==> src/logic/exec_params.svh <==
`ifndef EXEC_PARAMS_SVH
`define EXEC_PARAMS_SVH

// architectural register file
`define EXEC_NREGS 32
`define EXEC_XLEN 32
`define EXEC_RADDR_W 5

// input queue depth, equal to the upstream credit count
`define EXEC_IN_DEPTH 4

// result beats downstream can hold
`define EXEC_OUT_CREDITS 2

`endif

==> src/logic/uop_pkg.sv <==
`include "exec_params.svh"

package uop_pkg;

	typedef enum logic [2:0] {
		ADD = 3'd0,
		SUB = 3'd1,
		AND = 3'd2,
		OR  = 3'd3,
		XOR = 3'd4,
		SLT = 3'd5,
		SLL = 3'd6,
		LUI = 3'd7
	} alu_op_e;

	// one decoded integer instruction
	typedef struct packed {
		logic                     valid;
		alu_op_e                  op;
		logic [`EXEC_RADDR_W-1:0] rd;
		logic [`EXEC_RADDR_W-1:0] rs;
		logic [`EXEC_RADDR_W-1:0] rt;
		logic [15:0]              imm;
		logic                     use_imm;
	} uop_t;

	// slot0 is older in program order
	typedef struct packed {
		uop_t slot0;
		uop_t slot1;
	} bundle_t;

endpackage

==> src/logic/bundle_queue.sv <==
`include "exec_params.svh"

module bundle_queue (
	input  logic             clk,
	input  logic             aresetn,
	input  logic             push,
	input  uop_pkg::bundle_t push_data,
	input  logic             pop,
	output uop_pkg::bundle_t head,
	output logic             head_valid,
	output logic             credit
);
	import uop_pkg::*;

	localparam int PTR_W = $clog2(`EXEC_IN_DEPTH);
	localparam int CNT_W = $clog2(`EXEC_IN_DEPTH + 1);

	bundle_t          mem [`EXEC_IN_DEPTH];
	logic [PTR_W-1:0] wr_ptr;
	logic [PTR_W-1:0] rd_ptr;
	logic [CNT_W-1:0] count;

	assign head = mem[rd_ptr];
	assign head_valid = (count != '0);

	always_ff @(posedge clk) begin
		if (push) begin
			mem[wr_ptr] <= push_data;
		end
	end

	// pointers wrap at the last entry
	always_ff @(posedge clk) begin
		if (!aresetn) begin
			wr_ptr <= '0;
			rd_ptr <= '0;
			count  <= '0;
			credit <= 1'b0;
		end else begin
			if (push) begin
				wr_ptr <= (wr_ptr == PTR_W'(`EXEC_IN_DEPTH - 1)) ? '0 : wr_ptr + 1'b1;
			end
			if (pop) begin
				rd_ptr <= (rd_ptr == PTR_W'(`EXEC_IN_DEPTH - 1)) ? '0 : rd_ptr + 1'b1;
			end
			count  <= count + CNT_W'(push) - CNT_W'(pop);
			// one credit back per freed entry
			credit <= pop;
		end
	end

endmodule

==> config.mk <==
export PLATFORM = sky130hd
export DESIGN_NAME = bundle_queue
export DESIGN_NICKNAME = d
export VERILOG_FILES = /design/src/logic/uop_pkg.sv /design/src/logic/bundle_queue.sv
export VERILOG_INCLUDE_DIRS = /design/src /design/src/logic
export SDC_FILE = /design/constraint.sdc
export NUM_CORES = 1
export LEC_CHECK = 0
export ABC_CLOCK_PERIOD_IN_PS = 8450
export BUFFER_PORTS_ARGS = -buffer_cell sky130_fd_sc_hd__buf_2
export CAP_MARGIN = 20
export CORE_AREA = 2 2 99 196
export CTS_CLUSTER_DIAMETER = 60
export DETAILED_ROUTE_END_ITERATION = 10
export DIE_AREA = 0 0 101 198
export PLACE_DENSITY = 0.81
export SKIP_CTS_REPAIR_TIMING = 1
export SLEW_MARGIN = 30
export SYNTH_ARGS = -nofsm -noshare
export SYNTH_HDL_FRONTEND = slang
export SYNTH_SLANG_ARGS = --single-unit
export TNS_END_PERCENT = 50
==> constraint.sdc <==
create_clock -name clk -period 8.45 [get_ports clk]
set_input_delay 0 -clock clk [delete_from_list [all_inputs] [get_ports clk]]
set_output_delay 0 -clock clk [all_outputs]
set_load 0.1 [all_outputs]
==> flow_metrics.tcl <==
set metrics [dict create \
    grt_antenna_before_repair 0 \
    timing.final.crit_share_pct 35.8 \
    grt_pass1_wl_um 29700 \
    grtUsageTotal_pct 20.0 \
    cts_num_sinks 298 \
    synth_seq_area_share_pct 80.9 \
    synthToLayoutAreaGrowth_pct 24.0 \
    share_of_post_route_cells_with_drive_strength_above_1_pct 40.5 \
    layout_common_cells "288 x sky130_fd_sc_hd__edfxtp_1, 149 x sky130_fd_sc_hd__buf_2, 76 x sky130_fd_sc_hd__dlygate4sd3_1" \
    root_buffer "sky130_fd_sc_hd__clkbuf_16" \
    cts_tree "done" \
    grt_setup_unrepaired "no" \
    max-vdd-ir-drop_uv 216 \
    pin_slew_with_the_least_headroom_to_its_limit_ns 0.818 \
    timing.max_slew.rel_slack_pct 45.5 \
    start_util_pct 58.6 \
    maxCapViolations 0 \
    drtIter0Drc 283 \
    leakage_power_nw 4.68 \
    die_width_um 101 \
    timing_max_transition_violations_final 0 \
    skew_ns 0.0100 \
    synthesis.instances 420 \
    vias_per_cell 5.72 \
    layout_commonest_cell "sky130_fd_sc_hd__edfxtp_1" \
    wire_per_inst_um 22.5 \
    htreeDepth 1 \
    yosys.cell_types.count 19 \
    setup_total_negative_slack_ns 0 \
    critical_path.max_fanout 41 \
    syn_area_sq_mm 0.0109 \
    io_buffers 149 \
    timing.critical_path.required_ns 8.45 \
    nFillCells 1096 \
    drc_errors 0 \
    crit_arrival_ns 3.03 \
    clock_pin_slew_on_the_worst_setup_and_hold_paths_ns 0.07 \
    final_util_pct 72.7 \
    vertical_extent_of_the_die_um 198 \
    cts_made_buffers 24 \
    inserted_diodes 0 \
    first_global_vias 5345 \
    finalWirelength_um 20200 \
    finalWeightedCongestion 0.713 \
    synth_seq_cells 298 \
    clkLatencyLatePin_ns 0.51 \
    min_period_ns 3.03 \
    synth_fp_nets 504 \
    synth_area_per_cell_sq_um 26.0 \
    route.vias.total 5148 \
    die_area_sq_mm 0.0200 \
    fmax_ghz 0.330 \
    cp-end-kind "output port" \
    core_region_area_sq_mm 0.0187 \
    route.antenna.remaining_nets 0 \
    total_congestion_overflow_after_global_routing 0 \
    p_per_area_mw_per_mm2 258 \
    report.final.hold_viol_count 0 \
    dr.pass1.iters 4 \
    path_class "register to output port" \
    dp.final_hpwl_um 11900 \
    pin_count 150 \
    outcome "finished clean" \
    setup_viol_count_final 0 \
    hp-class "primary input to register" \
    grt_max_degree 42 \
    number_of_nets_in_the_layout 748 \
    std_cell_rows 71 \
    synth-warning-count 0 \
    cts.path.max_buffers 3 \
    critPathLaunchType "register" \
]
## final timing paths
path / start / endpoint / slack, ns / cells after the start
setup / recovery: register / head[46] / 5.42 / 3
hold reg to reg: rd_ptr[0]$_SDFFE_PN0P_ / register / 0.53 / 2
hold / removal: push_data[6] / mem[2][6]$_DFFE_PP_ / 0.24 / 2
setup reg to reg: wr_ptr[0]$_SDFFE_PN0P_ / mem[3][58]$_DFFE_PP_ / 6.62 / 4
## stage by stage
stage	hold slack, ns	cells	worst slack [ns]	total power [W]	cell area, sq um
2_1_floorplan	0.0989	420	5.79	0.00224	10900
6_report	0.240	900	5.42	0.00351	13600
4_1_cts	-0.327	824	5.31	0.00351	12800
5_1_grt	0.237	900	5.16	0.00361	13600
3_5_place_dp	0.218	781	5.88	0.00234	12000
3_3_place_gp	0.209	773	5.91	0.00232	11800
## cell families (layout without fill, tap and decap cells)
family / Yosys count / in the layout / share of synthesized area, %
adders and majority gates: 8 / 8 / 0.984
DFF: 298 / 298 / 80.9
AOI/OAI and AO/OA: 2 / 2 / 0.0915
buffers and inverters: 22 / 283 / 1.94
and+or+nand+nor: 15 / 15 / 0.812
muxes: 74 / 74 / 15.1
xor gates and xnor gates: 1 / 1 / 0.206
## layer usage
layer  part of all wire (%)  vias up  GRT usage, %
met2                     56      173          34.8
met5                      0        -             0
met1                     36     2650          24.0
li1                       -     2280             -
met4                    3.4        0          9.51
met3                    4.5       45          3.35
## state kept, by name, indices dropped and copies added, names as in the netlist, named ones only
register  cells
count         3
mem         288
rd_ptr        2
wr_ptr        2
credit        1
## final cells by class
cell class | count | area, sq um | area share (%)
repair buffers | 234 | 1680 | 12.4
inverters | 6 | 22.5 | 0.166
clock buffers | 26 | 629 | 4.64
clock inverters | 17 | 213 | 1.57
multi-input cells | 100 | 1890 | 13.9
flip-flops and latches | 298 | 8860 | 65.3
well taps | 219 | 274 | 2.02
## Yosys cell counts
library cell / number / area [sq um]
sky130_fd_sc_hd__or3_1: 1 / 6.26
sky130_fd_sc_hd__nor2_1: 4 / 15.0
sky130_fd_sc_hd__clkbuf_1: 1 / 3.75
sky130_fd_sc_hd__or3b_2: 2 / 17.5
sky130_fd_sc_hd__dfxtp_1: 10 / 200
sky130_fd_sc_hd__ha_1: 7 / 87.6
sky130_fd_sc_hd__mux2i_1: 2 / 20.0
sky130_fd_sc_hd__buf_12: 7 / 140
sky130_fd_sc_hd__fa_1: 1 / 20.0
sky130_fd_sc_hd__xnor3_1: 1 / 22.5
sky130_fd_sc_hd__inv_1: 6 / 22.5
sky130_fd_sc_hd__buf_2: 7 / 35.0
sky130_fd_sc_hd__edfxtp_1: 288 / 8650
sky130_fd_sc_hd__a21oi_1: 2 / 10.0
sky130_fd_sc_hd__nand2b_1: 2 / 12.5
sky130_fd_sc_hd__and2_1: 6 / 37.5
sky130_fd_sc_hd__mux4_1: 2 / 52.6
sky130_fd_sc_hd__buf_6: 1 / 11.3
sky130_fd_sc_hd__mux4_2: 70 / 1580
## critical path, cell delays in order, from the launching register on
cell,delay [ns]
sky130_fd_sc_hd__dfxtp_4,0.77
sky130_fd_sc_hd__buf_4,0.75
sky130_fd_sc_hd__mux4_2,0.62
sky130_fd_sc_hd__buf_2,0.31
## power breakdown
group / switching (W) / leakage (nW) / internal (W)
logic: 0.000467 / 1.53 / 0.000155
registers: 0.0000288 / 2.73 / 0.00168
clock network: 0.000500 / 0.415 / 0.000670
total: 0.000996 / 4.68 / 0.00251
Power figures use the tool's default switching activity.
