`src/logic/exec_params.svh`:
```
`ifndef EXEC_PARAMS_SVH
`define EXEC_PARAMS_SVH

// architectural register file
`define EXEC_NREGS 32
`define EXEC_XLEN 32
`define EXEC_RADDR_W 5

// input queue depth, equal to the upstream credit count
`define EXEC_IN_DEPTH 4

// result beats downstream can hold
`define EXEC_OUT_CREDITS 2

`endif

```
`src/logic/uop_pkg.sv`:
```
`include "exec_params.svh"

package uop_pkg;

	typedef enum logic [2:0] {
		ADD = 3'd0,
		SUB = 3'd1,
		AND = 3'd2,
		OR  = 3'd3,
		XOR = 3'd4,
		SLT = 3'd5,
		SLL = 3'd6,
		LUI = 3'd7
	} alu_op_e;

	// one decoded integer instruction
	typedef struct packed {
		logic                     valid;
		alu_op_e                  op;
		logic [`EXEC_RADDR_W-1:0] rd;
		logic [`EXEC_RADDR_W-1:0] rs;
		logic [`EXEC_RADDR_W-1:0] rt;
		logic [15:0]              imm;
		logic                     use_imm;
	} uop_t;

	// slot0 is older in program order
	typedef struct packed {
		uop_t slot0;
		uop_t slot1;
	} bundle_t;

endpackage

```
`src/logic/int_alu.sv`:
```
`include "exec_params.svh"

module int_alu (
	input  uop_pkg::alu_op_e      op,
	input  logic [`EXEC_XLEN-1:0] a,
	input  logic [`EXEC_XLEN-1:0] b,
	output logic [`EXEC_XLEN-1:0] result
);
	import uop_pkg::*;

	always_comb begin
		case (op)
			ADD: begin
				result = a + b;
			end
			SUB: begin
				result = a - b;
			end
			AND: begin
				result = a & b;
			end
			OR: begin
				result = a | b;
			end
			XOR: begin
				result = a ^ b;
			end
			// signed compare
			SLT: begin
				result = {{(`EXEC_XLEN - 1){1'b0}}, $signed(a) < $signed(b)};
			end
			SLL: begin
				result = a << b[4:0];
			end
			// imm into the upper half
			LUI: begin
				result = b << 16;
			end
			default: begin
				result = '0;
			end
		endcase
	end

endmodule

```
`config.mk`:
```
export PLATFORM = sky130hd
export DESIGN_NAME = int_alu
export DESIGN_NICKNAME = d
export VERILOG_FILES = /design/src/logic/uop_pkg.sv /design/src/logic/int_alu.sv
export VERILOG_INCLUDE_DIRS = /design/src /design/src/logic
export SDC_FILE = /design/constraint.sdc
export NUM_CORES = 1
export LEC_CHECK = 0
export ABC_AREA = 1
export ABC_CLOCK_PERIOD_IN_PS = 3200
export BUFFER_PORTS_ARGS = -buffer_cell sky130_fd_sc_hd__clkbuf_2
export CAP_MARGIN = 20
export CORE_ASPECT_RATIO = 1.75
export CORE_UTILIZATION = 61
export DETAILED_ROUTE_END_ITERATION = 7
export GPL_TIMING_DRIVEN = 0
export PLACE_DENSITY = 0.8
export SLEW_MARGIN = 20
export SYNTH_ARGS = -nofsm -noshare
export SYNTH_HDL_FRONTEND = slang
export SYNTH_SLANG_ARGS = --single-unit
```
`constraint.sdc`:
```
create_clock -name vclk -period 3.2
set_input_delay 0.64 -clock vclk [all_inputs]
set_output_delay 0.64 -clock vclk [all_outputs]
set_load 0.05 [all_outputs]
```
==> results of run 1 <==
-- synthesized netlist by cell type (all sizes together) --
master | instances | area [sq um]
a22oi | 1 | 7.51
o21a | 2 | 15.0
fa | 2 | 40.0
nor3b | 1 | 12.5
nor4 | 1 | 6.26
and3 | 5 | 31.3
clkbuf | 18 | 67.6
nand2 | 448 | 1700
a21oi | 97 | 512
nor2 | 130 | 498
nand3 | 221 | 1130
ha | 97 | 1210
o211ai | 5 | 37.5
nand4 | 26 | 163
mux2i | 1 | 10.0
and2 | 4 | 25.0
nand3b | 5 | 41.3
o22ai | 19 | 119
a221oi | 13 | 176
o221ai | 5 | 43.8
o2111ai | 3 | 26.3
o21ai | 92 | 468
buf | 44 | 298
o21bai | 11 | 82.6
xor2 | 7 | 61.3
clkinv | 1 | 3.75
o311ai | 1 | 8.76
a31oi | 4 | 25.0
nor3 | 15 | 96.4
inv | 238 | 893
-- per-layer routing --
metal / overflow / track usage
met2: 31 / 0.931
met1: 0 / 0.764
met3: 0 / 0.594
met5: 1 / 0.236
met4: 40 / 0.816
-- per-stage QoR --
| stage | std cells | setup TNS (ns) | instance area (sq um) | setup WS [ns] |
|---|---|---|---|---|
| after CTS | 1816 | -0.0795 | 9770 | -0.0512 |
| after detailed placement | 1783 | -21.33 | 8580 | -1.00 |
| after global placement | 1783 | -20.71 | 8580 | -1.00 |
| after floorplan | 1517 | 0 | 7880 | 0.00491 |
-- repair_timing --
action	4_1_cts
resized for setup	255
gates cloned	1
pin swaps	29
setup buffers	32
setup endpoints to repair	31
-- cell families after synthesis --
kind of cell	synth area share
AO/OA/AOI/OAI	0.195
multiplexers	0.00128
XOR/XNOR	0.00785
AND/OR/NAND/NOR	0.474
buffers and inverters	0.162
adder cells (fa/ha/maj)	0.161
==> results.toml, run 1 <==
[outcome]
status = "did not finish"
haltStage = "global routing (5_1_grt)"
error = "[ERROR GRT-0116] Global routing finished with congestion. Check the congestion regions in the DRC Viewer."

[synthesis]
ys_seq_area_frac = 0
syn_area_per_cell_sq_um = 5.15
syn_area_sq_um = 7810
synth.distinct_cells = 46
yosysWarnings = 0
syn_inst = 1517
syn_nets = 1683

[floorplan]
row_count = 54
start_util = 0.625
die_h_um = 152
io_pins = 99
die_w_um = 87.5

[place]
gp_congestion = 1.11
hpwl_um = 31400
port_buffers = 98

[grt]
grt_max_degree = 11
grt_pass1_vias = 12600
grt_overflow = 72
grtUsageTotal = 0.770
grt_pass1_wl_um = 76200

[clock_network]
cts_hold_buf = 0
==> inputs of run 2 (changes only) <==
--- a/config.mk
+++ b/config.mk
@@ -10,11 +10,10 @@
 export ABC_CLOCK_PERIOD_IN_PS = 3200
 export BUFFER_PORTS_ARGS = -buffer_cell sky130_fd_sc_hd__clkbuf_2
 export CAP_MARGIN = 20
-export CORE_ASPECT_RATIO = 1.75
-export CORE_UTILIZATION = 61
+export CORE_UTILIZATION = 40
 export DETAILED_ROUTE_END_ITERATION = 7
 export GPL_TIMING_DRIVEN = 0
-export PLACE_DENSITY = 0.8
+export PLACE_DENSITY_LB_ADDON = 0.15
 export SLEW_MARGIN = 20
 export SYNTH_ARGS = -nofsm -noshare
 export SYNTH_HDL_FRONTEND = slang
==> run 2 against run 1 <==
Synthesized cell count did not move. Synthesized area did not move. The flow now finishes, with violations (setup timing).
==> results.toml, run 2 <==
[outcome]
violations = "setup timing"
status = "finished with violations"

[timing]
rsz0062_at_grt = "yes"
fin_ws_ns = -0.0521
hold-worst-slack_ns = 1.87
hold_violations = 0
setup_viol = 5
max_freq_mhz = 307
tightest_slew_ns = 0.738
slew_headroom = 0.508
finalCritPeriodShare = 1.02
period_needed_ns = 3.25
drv_slew = 0

[grt]
grt_pass1_wl_um = 61500
grt_overflow = 0
antenna_found_initial = 0
grtUsageTotal = 0.413
grt_max_degree = 13
grt_pass1_vias = 10500

[critical_path]
arrival_ns = 2.61
crit_chain = "buf_6, buf_8, buf_6, o21ai_0, nand2_1, nand3_1, nand2_1, nand3_2, nand2_1, a31oi_2, nand3_2, buf_8"
critPathLaunchType = "input port"
crit_family = "simple AND/OR/NAND/NOR gates"
crit_slowest_cell = "o21ai_0"
cp.buffers_inverters = 4
path_common_cell = "nand2_1"
required_ns = 2.56
worstPathMaxFanout = 10
endpoint_kind = "output port"
cpPeakStageDelay_ns = 0.42
critPathKind = "input port to output port"

[floorplan]
start_util = 0.413
die_w_um = 142
dieArea_sq_um = 20100
io_pins = 99
coreArea_sq_um = 18900
row_count = 50
die_h_um = 142

[synthesis]
yosysWarnings = 0
synthMuxAreaShare = 0.00128
synth_common_cells = "nand2_1 (440), inv_1 (224), nand3_1 (217)"
synth_xor_area_frac = 0.00785
synth_compound_area_frac = 0.195
synth_top_family_by_area = "simple AND/OR/NAND/NOR gates"
yosysTopAreaCell = "nand2_1"
syn_inst = 1517
synth_top_area_share = 0.211
syn_area_per_cell_sq_um = 5.15
synthTopCellsByArea = "nand2_1 (21%), ha_1 (16%), nand3_1 (14%)"
yosys.cell_count.top_type = "nand2_1"
synthSimpleGateAreaFrac = 0.474
synth_adder_area_share = 0.161
syn_nets = 1683
ys_seq_area_frac = 0
synth.distinct_cells = 46
syn_area_sq_um = 7810

[cells_and_area]
area_growth_syn_to_layout_pct = 48.7
seq_cell_count = 0
multiInputGateArea_sq_um = 8160
final_common_cell = "nand2_1"
fin_nets = 1872
mostFrequentLayoutCells = "nand2_1 (369), nand3_1 (177), inv_1 (164)"
regArea_sq_um = 0
antennaDiodeCount = 0
final_cells = 1964
utilization = 0.615
fill_cells = 1937
nClkBuffers = 0
drive_gt1_frac = 0.367

[place]
pre_cts_slack_ns = -1.15
place_inst = 1875
port_buffers = 98
hpwl_um = 34500
gp_congestion = 1.03

[job]
cap_violations = 0

[worst_hold_path]
hold_path.class = "input port to output port"

[detailed_routing]
wirelength_um = 43900
drt-pass1-iter-count = 6
vias_per_cell = 5.88
wl_per_cell_um = 22.3
drc = 0
num_vias = 11600
drt_iter0_markers = 1191
postRouteAntennaNets = 0

[power]
power_density_nw_per_um2 = 219
ir_worst_vdd_v = 0.0000991
leakage_nw = 5.76
p_total_mw = 2.54
[run 2: what timing repair did]
| item | 4_1_cts | 5_1_grt |
|---|---|---|
| pin swaps | 50 | 101 |
| buffers inserted | 47 | 40 |
| hold buffers | 0 | 0 |
| endpoints found under the setup margin | 31 | 29 |
| resized for setup | 303 | 347 |
| gates cloned | 1 | 5 |
[run 2: worst paths after layout]
check              from    endpoint  cells after the start
hold / removal    b[13]  result[29]                      6
setup / recovery   b[0]  result[22]                     12
[run 2: metrics by stage]
stage	cell area [sq um]	setup TNS, ns
finish	11600	-0.171
global route	11600	-0.947
floorplan	7880	0
global placement	8700	-23.65
CTS	10200	-0.336
detailed placement	8700	-23.56
[run 2: kinds of logic after synthesis]
| family | count (synthesis) |
|---|---|
| XOR/XNOR | 7 |
| buffers and inverters | 301 |
| multiplexers | 1 |
| adder cells (fa/ha/maj) | 99 |
| AO/OA/AOI/OAI | 253 |
| AND/OR/NAND/NOR | 856 |
[run 2: per-layer routing]
layer / global-route usage / wire (um) / share of wire
met1: 0.553 / 18200 / 0.41
met2: 0.662 / 19000 / 0.43
met3: 0.0672 / 4550 / 0.10
met4: 0.150 / 2160 / 0.049
met5: 0 / 0 / 0
[run 2: final cells by class]
cell class                      instances  share of cell area
Multi-Input combinational cell       1216               0.703
Timing Repair Buffer                  190               0.139
Inverter                              239              0.0854
Buffer                                 59              0.0446
Tap cell                              260              0.0280
[run 2: report_power, final]
group	internal, mW	total, mW	leakage, nW	switching (mW)
Combinational	0.922	2.54	5.76	1.62
Sequential	0	0	0	0
Clock	0	0	0	0
(Power assumes the default switching activity.)
