<file path="config.mk">
export PLATFORM = sky130hd
export DESIGN_NAME = issue_ctrl
export DESIGN_NICKNAME = d
export VERILOG_FILES = /design/src/logic/uop_pkg.sv /design/src/logic/wb_pkg.sv /design/src/logic/issue_ctrl.sv
export VERILOG_INCLUDE_DIRS = /design/src /design/src/logic
export SDC_FILE = /design/constraint.sdc
export NUM_CORES = 1
export LEC_CHECK = 0
export ABC_AREA = 1
export BUFFER_PORTS_ARGS = -buffer_cell sky130_fd_sc_hd__buf_2
export CAP_MARGIN = 10
export CELL_PAD_IN_SITES_DETAIL_PLACEMENT = 0
export CELL_PAD_IN_SITES_GLOBAL_PLACEMENT = 2
export CORE_AREA = 5 5 215 217
export CTS_CLUSTER_DIAMETER = 30
export DETAILED_ROUTE_END_ITERATION = 16
export DIE_AREA = 0 0 220 222
export PLACE_DENSITY_LB_ADDON = 0.25
export SYNTH_ARGS = -nofsm -noshare
export SYNTH_HDL_FRONTEND = slang
export SYNTH_SLANG_ARGS = --single-unit
export TNS_END_PERCENT = 100
</file>
<file path="constraint.sdc">
create_clock -name clk -period 4.1 [get_ports clk]
set_clock_uncertainty 0.2 [all_clocks]
set_input_delay 0.41 -clock clk [delete_from_list [all_inputs] [get_ports clk]]
set_output_delay 0.41 -clock clk [all_outputs]
set_load 0.05 [all_outputs]
</file>
<file path="src/logic/exec_params.svh">
`ifndef EXEC_PARAMS_SVH
`define EXEC_PARAMS_SVH

// architectural register file
`define EXEC_NREGS 32
`define EXEC_XLEN 32
`define EXEC_RADDR_W 5

// input queue depth, equal to the upstream credit count
`define EXEC_IN_DEPTH 4

// result beats downstream can hold
`define EXEC_OUT_CREDITS 2

`endif

</file>
<file path="src/logic/uop_pkg.sv">
`include "exec_params.svh"

package uop_pkg;

	typedef enum logic [2:0] {
		ADD = 3'd0,
		SUB = 3'd1,
		AND = 3'd2,
		OR  = 3'd3,
		XOR = 3'd4,
		SLT = 3'd5,
		SLL = 3'd6,
		LUI = 3'd7
	} alu_op_e;

	// one decoded integer instruction
	typedef struct packed {
		logic                     valid;
		alu_op_e                  op;
		logic [`EXEC_RADDR_W-1:0] rd;
		logic [`EXEC_RADDR_W-1:0] rs;
		logic [`EXEC_RADDR_W-1:0] rt;
		logic [15:0]              imm;
		logic                     use_imm;
	} uop_t;

	// slot0 is older in program order
	typedef struct packed {
		uop_t slot0;
		uop_t slot1;
	} bundle_t;

endpackage

</file>
<file path="src/logic/wb_pkg.sv">
`include "exec_params.svh"

package wb_pkg;

	typedef struct packed {
		logic                     valid;
		logic [`EXEC_RADDR_W-1:0] rd;
		logic [`EXEC_XLEN-1:0]    value;
	} wb_lane_t;

	// lane0 is older than lane1
	typedef struct packed {
		wb_lane_t lane0;
		wb_lane_t lane1;
	} wb_beat_t;

endpackage

</file>
<file path="src/logic/issue_ctrl.sv">
`include "exec_params.svh"

module issue_ctrl (
	input  logic                          clk,
	input  logic                          aresetn,
	input  uop_pkg::bundle_t              q_bundle,
	input  logic                          q_valid,
	output logic                          q_pop,
	output logic [3:0][`EXEC_RADDR_W-1:0] raddr,
	input  logic [3:0][`EXEC_XLEN-1:0]    rdata,
	output uop_pkg::uop_t                 alu_uop0,
	output uop_pkg::uop_t                 alu_uop1,
	output logic [`EXEC_XLEN-1:0]         alu_a0,
	output logic [`EXEC_XLEN-1:0]         alu_b0,
	output logic [`EXEC_XLEN-1:0]         alu_a1,
	output logic [`EXEC_XLEN-1:0]         alu_b1,
	input  logic [`EXEC_XLEN-1:0]         alu_res0,
	input  logic [`EXEC_XLEN-1:0]         alu_res1,
	input  logic                          out_credit,
	output wb_pkg::wb_beat_t              wb_q,
	output logic                          out_valid
);
	import uop_pkg::*;

	localparam int CNT_W = $clog2(`EXEC_OUT_CREDITS + 1);

	uop_t             s0;
	uop_t             s1;
	logic             half_q;
	logic [CNT_W-1:0] credit_cnt;
	logic             split;
	logic             issue;

	assign s0 = q_bundle.slot0;
	assign s1 = q_bundle.slot1;

	// slot1 reads what slot0 writes
	assign split = s0.valid && s1.valid && (s0.rd != '0) &&
		((s1.op != LUI && s1.rs == s0.rd) || (!s1.use_imm && s1.rt == s0.rd));

	assign issue = q_valid && (credit_cnt != '0);
	assign q_pop = issue && (half_q || !split);

	// after a split, the waiting slot1 goes out on lane0
	always_comb begin
		alu_uop0 = half_q ? s1 : s0;
		alu_uop1 = s1;
		if (half_q || split) begin
			alu_uop1.valid = 1'b0;
		end
	end

	assign raddr[0] = alu_uop0.rs;
	assign raddr[1] = alu_uop0.rt;
	assign raddr[2] = alu_uop1.rs;
	assign raddr[3] = alu_uop1.rt;

	assign alu_a0 = (alu_uop0.op == LUI) ? '0 : rdata[0];
	assign alu_b0 = alu_uop0.use_imm ? {{(`EXEC_XLEN - 16){1'b0}}, alu_uop0.imm} : rdata[1];
	assign alu_a1 = (alu_uop1.op == LUI) ? '0 : rdata[2];
	assign alu_b1 = alu_uop1.use_imm ? {{(`EXEC_XLEN - 16){1'b0}}, alu_uop1.imm} : rdata[3];

	always_ff @(posedge clk) begin
		if (!aresetn) begin
			half_q           <= 1'b0;
			credit_cnt       <= CNT_W'(`EXEC_OUT_CREDITS);
			out_valid        <= 1'b0;
			wb_q.lane0.valid <= 1'b0;
			wb_q.lane1.valid <= 1'b0;
		end else begin
			if (issue) begin
				half_q           <= !half_q && split;
				wb_q.lane0.rd    <= alu_uop0.rd;
				wb_q.lane0.value <= alu_res0;
				wb_q.lane1.rd    <= alu_uop1.rd;
				wb_q.lane1.value <= alu_res1;
			end
			// a beat takes its credit as it is loaded
			credit_cnt       <= credit_cnt - CNT_W'(issue) + CNT_W'(out_credit);
			out_valid        <= issue;
			wb_q.lane0.valid <= issue && alu_uop0.valid;
			wb_q.lane1.valid <= issue && alu_uop1.valid;
		end
	end

endmodule

</file>
==> impl_table.tex <==
\begin{tabular}{lr}
\hline
Metric & Value \\
\hline
\multicolumn{2}{l}{\textbf{Drt}} \\
Number of optimization iterations in the first detailed-route pass & 6 \\
Per-cell via count in the routed design & 3.29 \\
Vias & 5,626 \\
Highest signal layer in the routed design & met5 \\
Routed wire per std cell & 16.2 um \\
DR iter-0 viols & 123 \\
Drt drc & 0 \\
Residual antenna-violating net count after detailed routing & 0 \\
Detailed Route WL & $\sim$28,000 um \\
Routed metal-1 wirelength & 9550 um \\
Detailed-routed wire length on met2 & between 10,000 and 15,000 um \\
Met3 wire length & 2820 um \\
\multicolumn{2}{l}{\textbf{Setup path}} \\
Crit. End Element & primary output \\
Crit path kind & reg -> out \\
Critical path's top delay family & simple AND/OR/NAND/NOR gates \\
Sequence of cells on the critical path & buf\_4, nand2\_1, nand2\_4, nand3\_4, nand2\_1, inv\_1, buf\_2 \\
Arrival @ worst endpoint & 2.41 ns \\
Depth of the critical timing path with buffers and inverters included & 7 \\
Data required time of the worst path & around 3.5 ns \\
Setup crit start & half\_q \\
Worst R2R Start & credit\_cnt[0] \\
Critical path peak fanout & 32 \\
Dominant cell type by count on the critical path & nand2\_1 \\
Worst path max stage delay & 0.56 ns \\
Reg-to-reg critical path endpoint & credit\_cnt[1] \\
Critical path launch point type & register \\
WP buf/inv & 3 \\
Worst setup slack for register-to-register paths & 2.00 ns \\
Number of cell instances on the worst register-to-register path & 7 \\
Worst setup path endpoint & alu\_a0[14] \\
Slowest cell on crit path & dfxtp\_2 \\
\multicolumn{2}{l}{\textbf{Final layout}} \\
Most frequent cells in the layout & 565 x buf\_2, 198 x nand2\_1, 119 x inv\_1 \\
Area Overhead vs Synth & 69.2\% \\
Most common cell after layout, fill and taps aside & buf\_2 \\
Fraction of layout cells with a size suffix above 1 & 0.550 \\
Post-layout net count & 1,381 \\
End-of-flow core utilization & 0.185 \\
\multicolumn{2}{l}{\textbf{Global routing}} \\
Maximum number of pins on one net before global-route repair & 76 \\
Global-route wire length before repair & 38,000 um \\
Via count of the first global-routing pass & 5,829 \\
Residual overflow from global routing & 0 \\
Initial antenna violation count & 4 \\
Gr usage total & 0.104 \\
\multicolumn{2}{l}{\textbf{Clock tree}} \\
Clock tree from TritonCTS & yes \\
Number of buffers added for setup after CTS & 0 \\
Post-cts gate resize count & 0 \\
CTS Buf Count & 9 \\
Cell at the root of the clock tree & clkbuf\_16 \\
Post-CTS Hold Buffers & 0 \\
Level count of the clock H-tree & 3 \\
Maximum number of buffers from clock root to sink & 2 \\
Clock latency of the later-clocked register in the worst-skew pair & 0.34 ns \\
\# clock sinks & 80 \\
Clock slew seen by the registers of the worst setup and hold paths & 0.06 ns \\
\multicolumn{2}{l}{\textbf{Yosys}} \\
Post-Synth Simple-Gate Area & 0.246 \\
Synth unique cells & 24 \\
Flip-flop and latch count after synthesis & 80 \\
Post-Synth XOR/XNOR Area & 0.00546 \\
Number of nets produced by synthesis & 878 \\
Post-synthesis compound-gate area fraction & 0.0409 \\
Count of mapped cells out of synthesis & approximately 610 \\
Mean Syn Cell Area & 7.91 um2 \\
Mux share of post-synthesis cell area & 0 \\
Yosys warns & 0 \\
Sequential share of the synthesized area & 0.487 \\
Arithmetic-cell share of the synthesized area counting full adders, half adders and majority gates & 0.00520 \\
Combinational family with the most area after synthesis & simple AND/OR/NAND/NOR gates \\
Post-synthesis instance area & 4810 um2 \\
\multicolumn{2}{l}{\textbf{Timing}} \\
Minimum period implied by the final worst setup slack & 3.02 ns \\
Actual transition at the worst max-transition pin & 0.958 ns \\
Number of endpoints failing setup at the final stage & 0 \\
Rel. slew slack & 0.361 \\
Max Transition Viols Final & 0 \\
Unrepaired setup endpoints after global routing & no \\
Final setup slack of the worst path & 1.08 ns \\
Final hold violations & 0 \\
Portion of the clock cycle consumed by the worst path in the final layout & 0.736 \\
Final hold slack & between 0.04 and 0.05 ns \\
Accumulated negative setup slack & 0 ns \\
Highest achievable clock rate & 0.331 GHz \\
\multicolumn{2}{l}{\textbf{Die}} \\
Die height & 222 um \\
\# IOs & about 570 \\
Number of core rows & just under 80 \\
Core area & between 40,000 and 50,000 um2 \\
Floorplan die area & 48,800 um2 \\
Die extent in x & roughly 220 um \\
Initial Util & 0.109 \\
\multicolumn{2}{l}{\textbf{Power}} \\
Power density over the cells & 469 nW/um2 \\
Maximum vdd ir drop & 0.000253 V \\
Post-route total power & 0.00382 W \\
Cell leakage power & 4.74 nW \\
\multicolumn{2}{l}{\textbf{Placement}} \\
Worst setup slack before clock tree synthesis & 1.35 ns \\
RD Place Congestion & 0.763 \\
PortBufs & roughly 570 \\
Total half-perimeter wirelength after legalization and detailed placement & between 20,000 and 25,000 um \\
\multicolumn{2}{l}{\textbf{Min path}} \\
Min-delay worst type & in -> reg \\
Start point of the worst hold path & alu\_res0[21] \\
\multicolumn{2}{l}{\textbf{Run}} \\
Maxcap violations & 0 \\
\multicolumn{2}{l}{\textbf{Run status}} \\
Result of the run & finished clean \\
\hline
\end{tabular}
registers in the layout, indices dropped and copies added (netlist names):
register	flops
credit_cnt	2
half_q	1
out_valid	1
wb_q	76
worst min-delay path by stage:
stage / cells past startpoint / endpoint / slack (ns)
CTS: 1 / wb_q[7] / 0.01
floorplan: 1 / credit_cnt[1] / 0.29
global placement: 1 / wb_q[46] / 0.39
global route: 1 / wb_q[7] / 0.01
finish: 1 / wb_q[59] / 0.04
detailed placement: 4 / credit_cnt[1] / 0.39
Yosys cell counts (all sizes together):
cell type	n	area share
o21ai	16	0.019
a21oi	1	0.0010
inv	121	0.097
nand4	1	0.0013
nand3	8	0.011
clkbuf	10	0.0078
or2	2	0.0026
ha	2	0.0052
buf	69	0.11
edfxtp	74	0.46
dfxtp	6	0.025
nand2	220	0.19
a31oi	16	0.021
nor2	59	0.046
xor2	3	0.0055
through the flow:
| stage | instance area [um2] | cells |
|---|---|---|
| final | 8130 | 1709 |
| after global routing | 8130 | 1708 |
| after detailed placement | 7860 | 1692 |
| after floorplan | 4810 | 608 |
| after global placement | 7860 | 1692 |
| after CTS | 8130 | 1708 |
kinds of logic after synthesis:
family	count (synthesis)
buffers and inverters	200
adders and majority gates	2
xor gates and xnor gates	3
AOI/OAI and AO/OA	33
and+or+nand+nor	290
DFF	80
area by class of cell:
| cell class | instances | area [um2] |
|---|---|---|
| fill | 5139 | 35800 |
| timing repair buffer | 571 | 2870 |
| sequential | 80 | 2340 |
| multi-input combinational | 328 | 1440 |
| tap | 592 | 741 |
| inverter | 121 | 464 |
| clock buffer | 10 | 229 |
| clock inverter | 6 | 42.5 |
| antenna | 1 | 2.50 |
routing by layer:
layer / track usage / vias up
met2: 0.206 / 328
met3: 0.0367 / 18
met4: 0.0203 / 6
li1: - / 2784
met5: 0 / -
met1: 0.104 / 2490
power breakdown:
group | internal [W] | switching [W]
sequential | 0.00101 | 0.0000325
combinational | 0.000417 | 0.00163
clock | 0.000412 | 0.000317
Note: power is estimated with default switching activity, not from simulation.
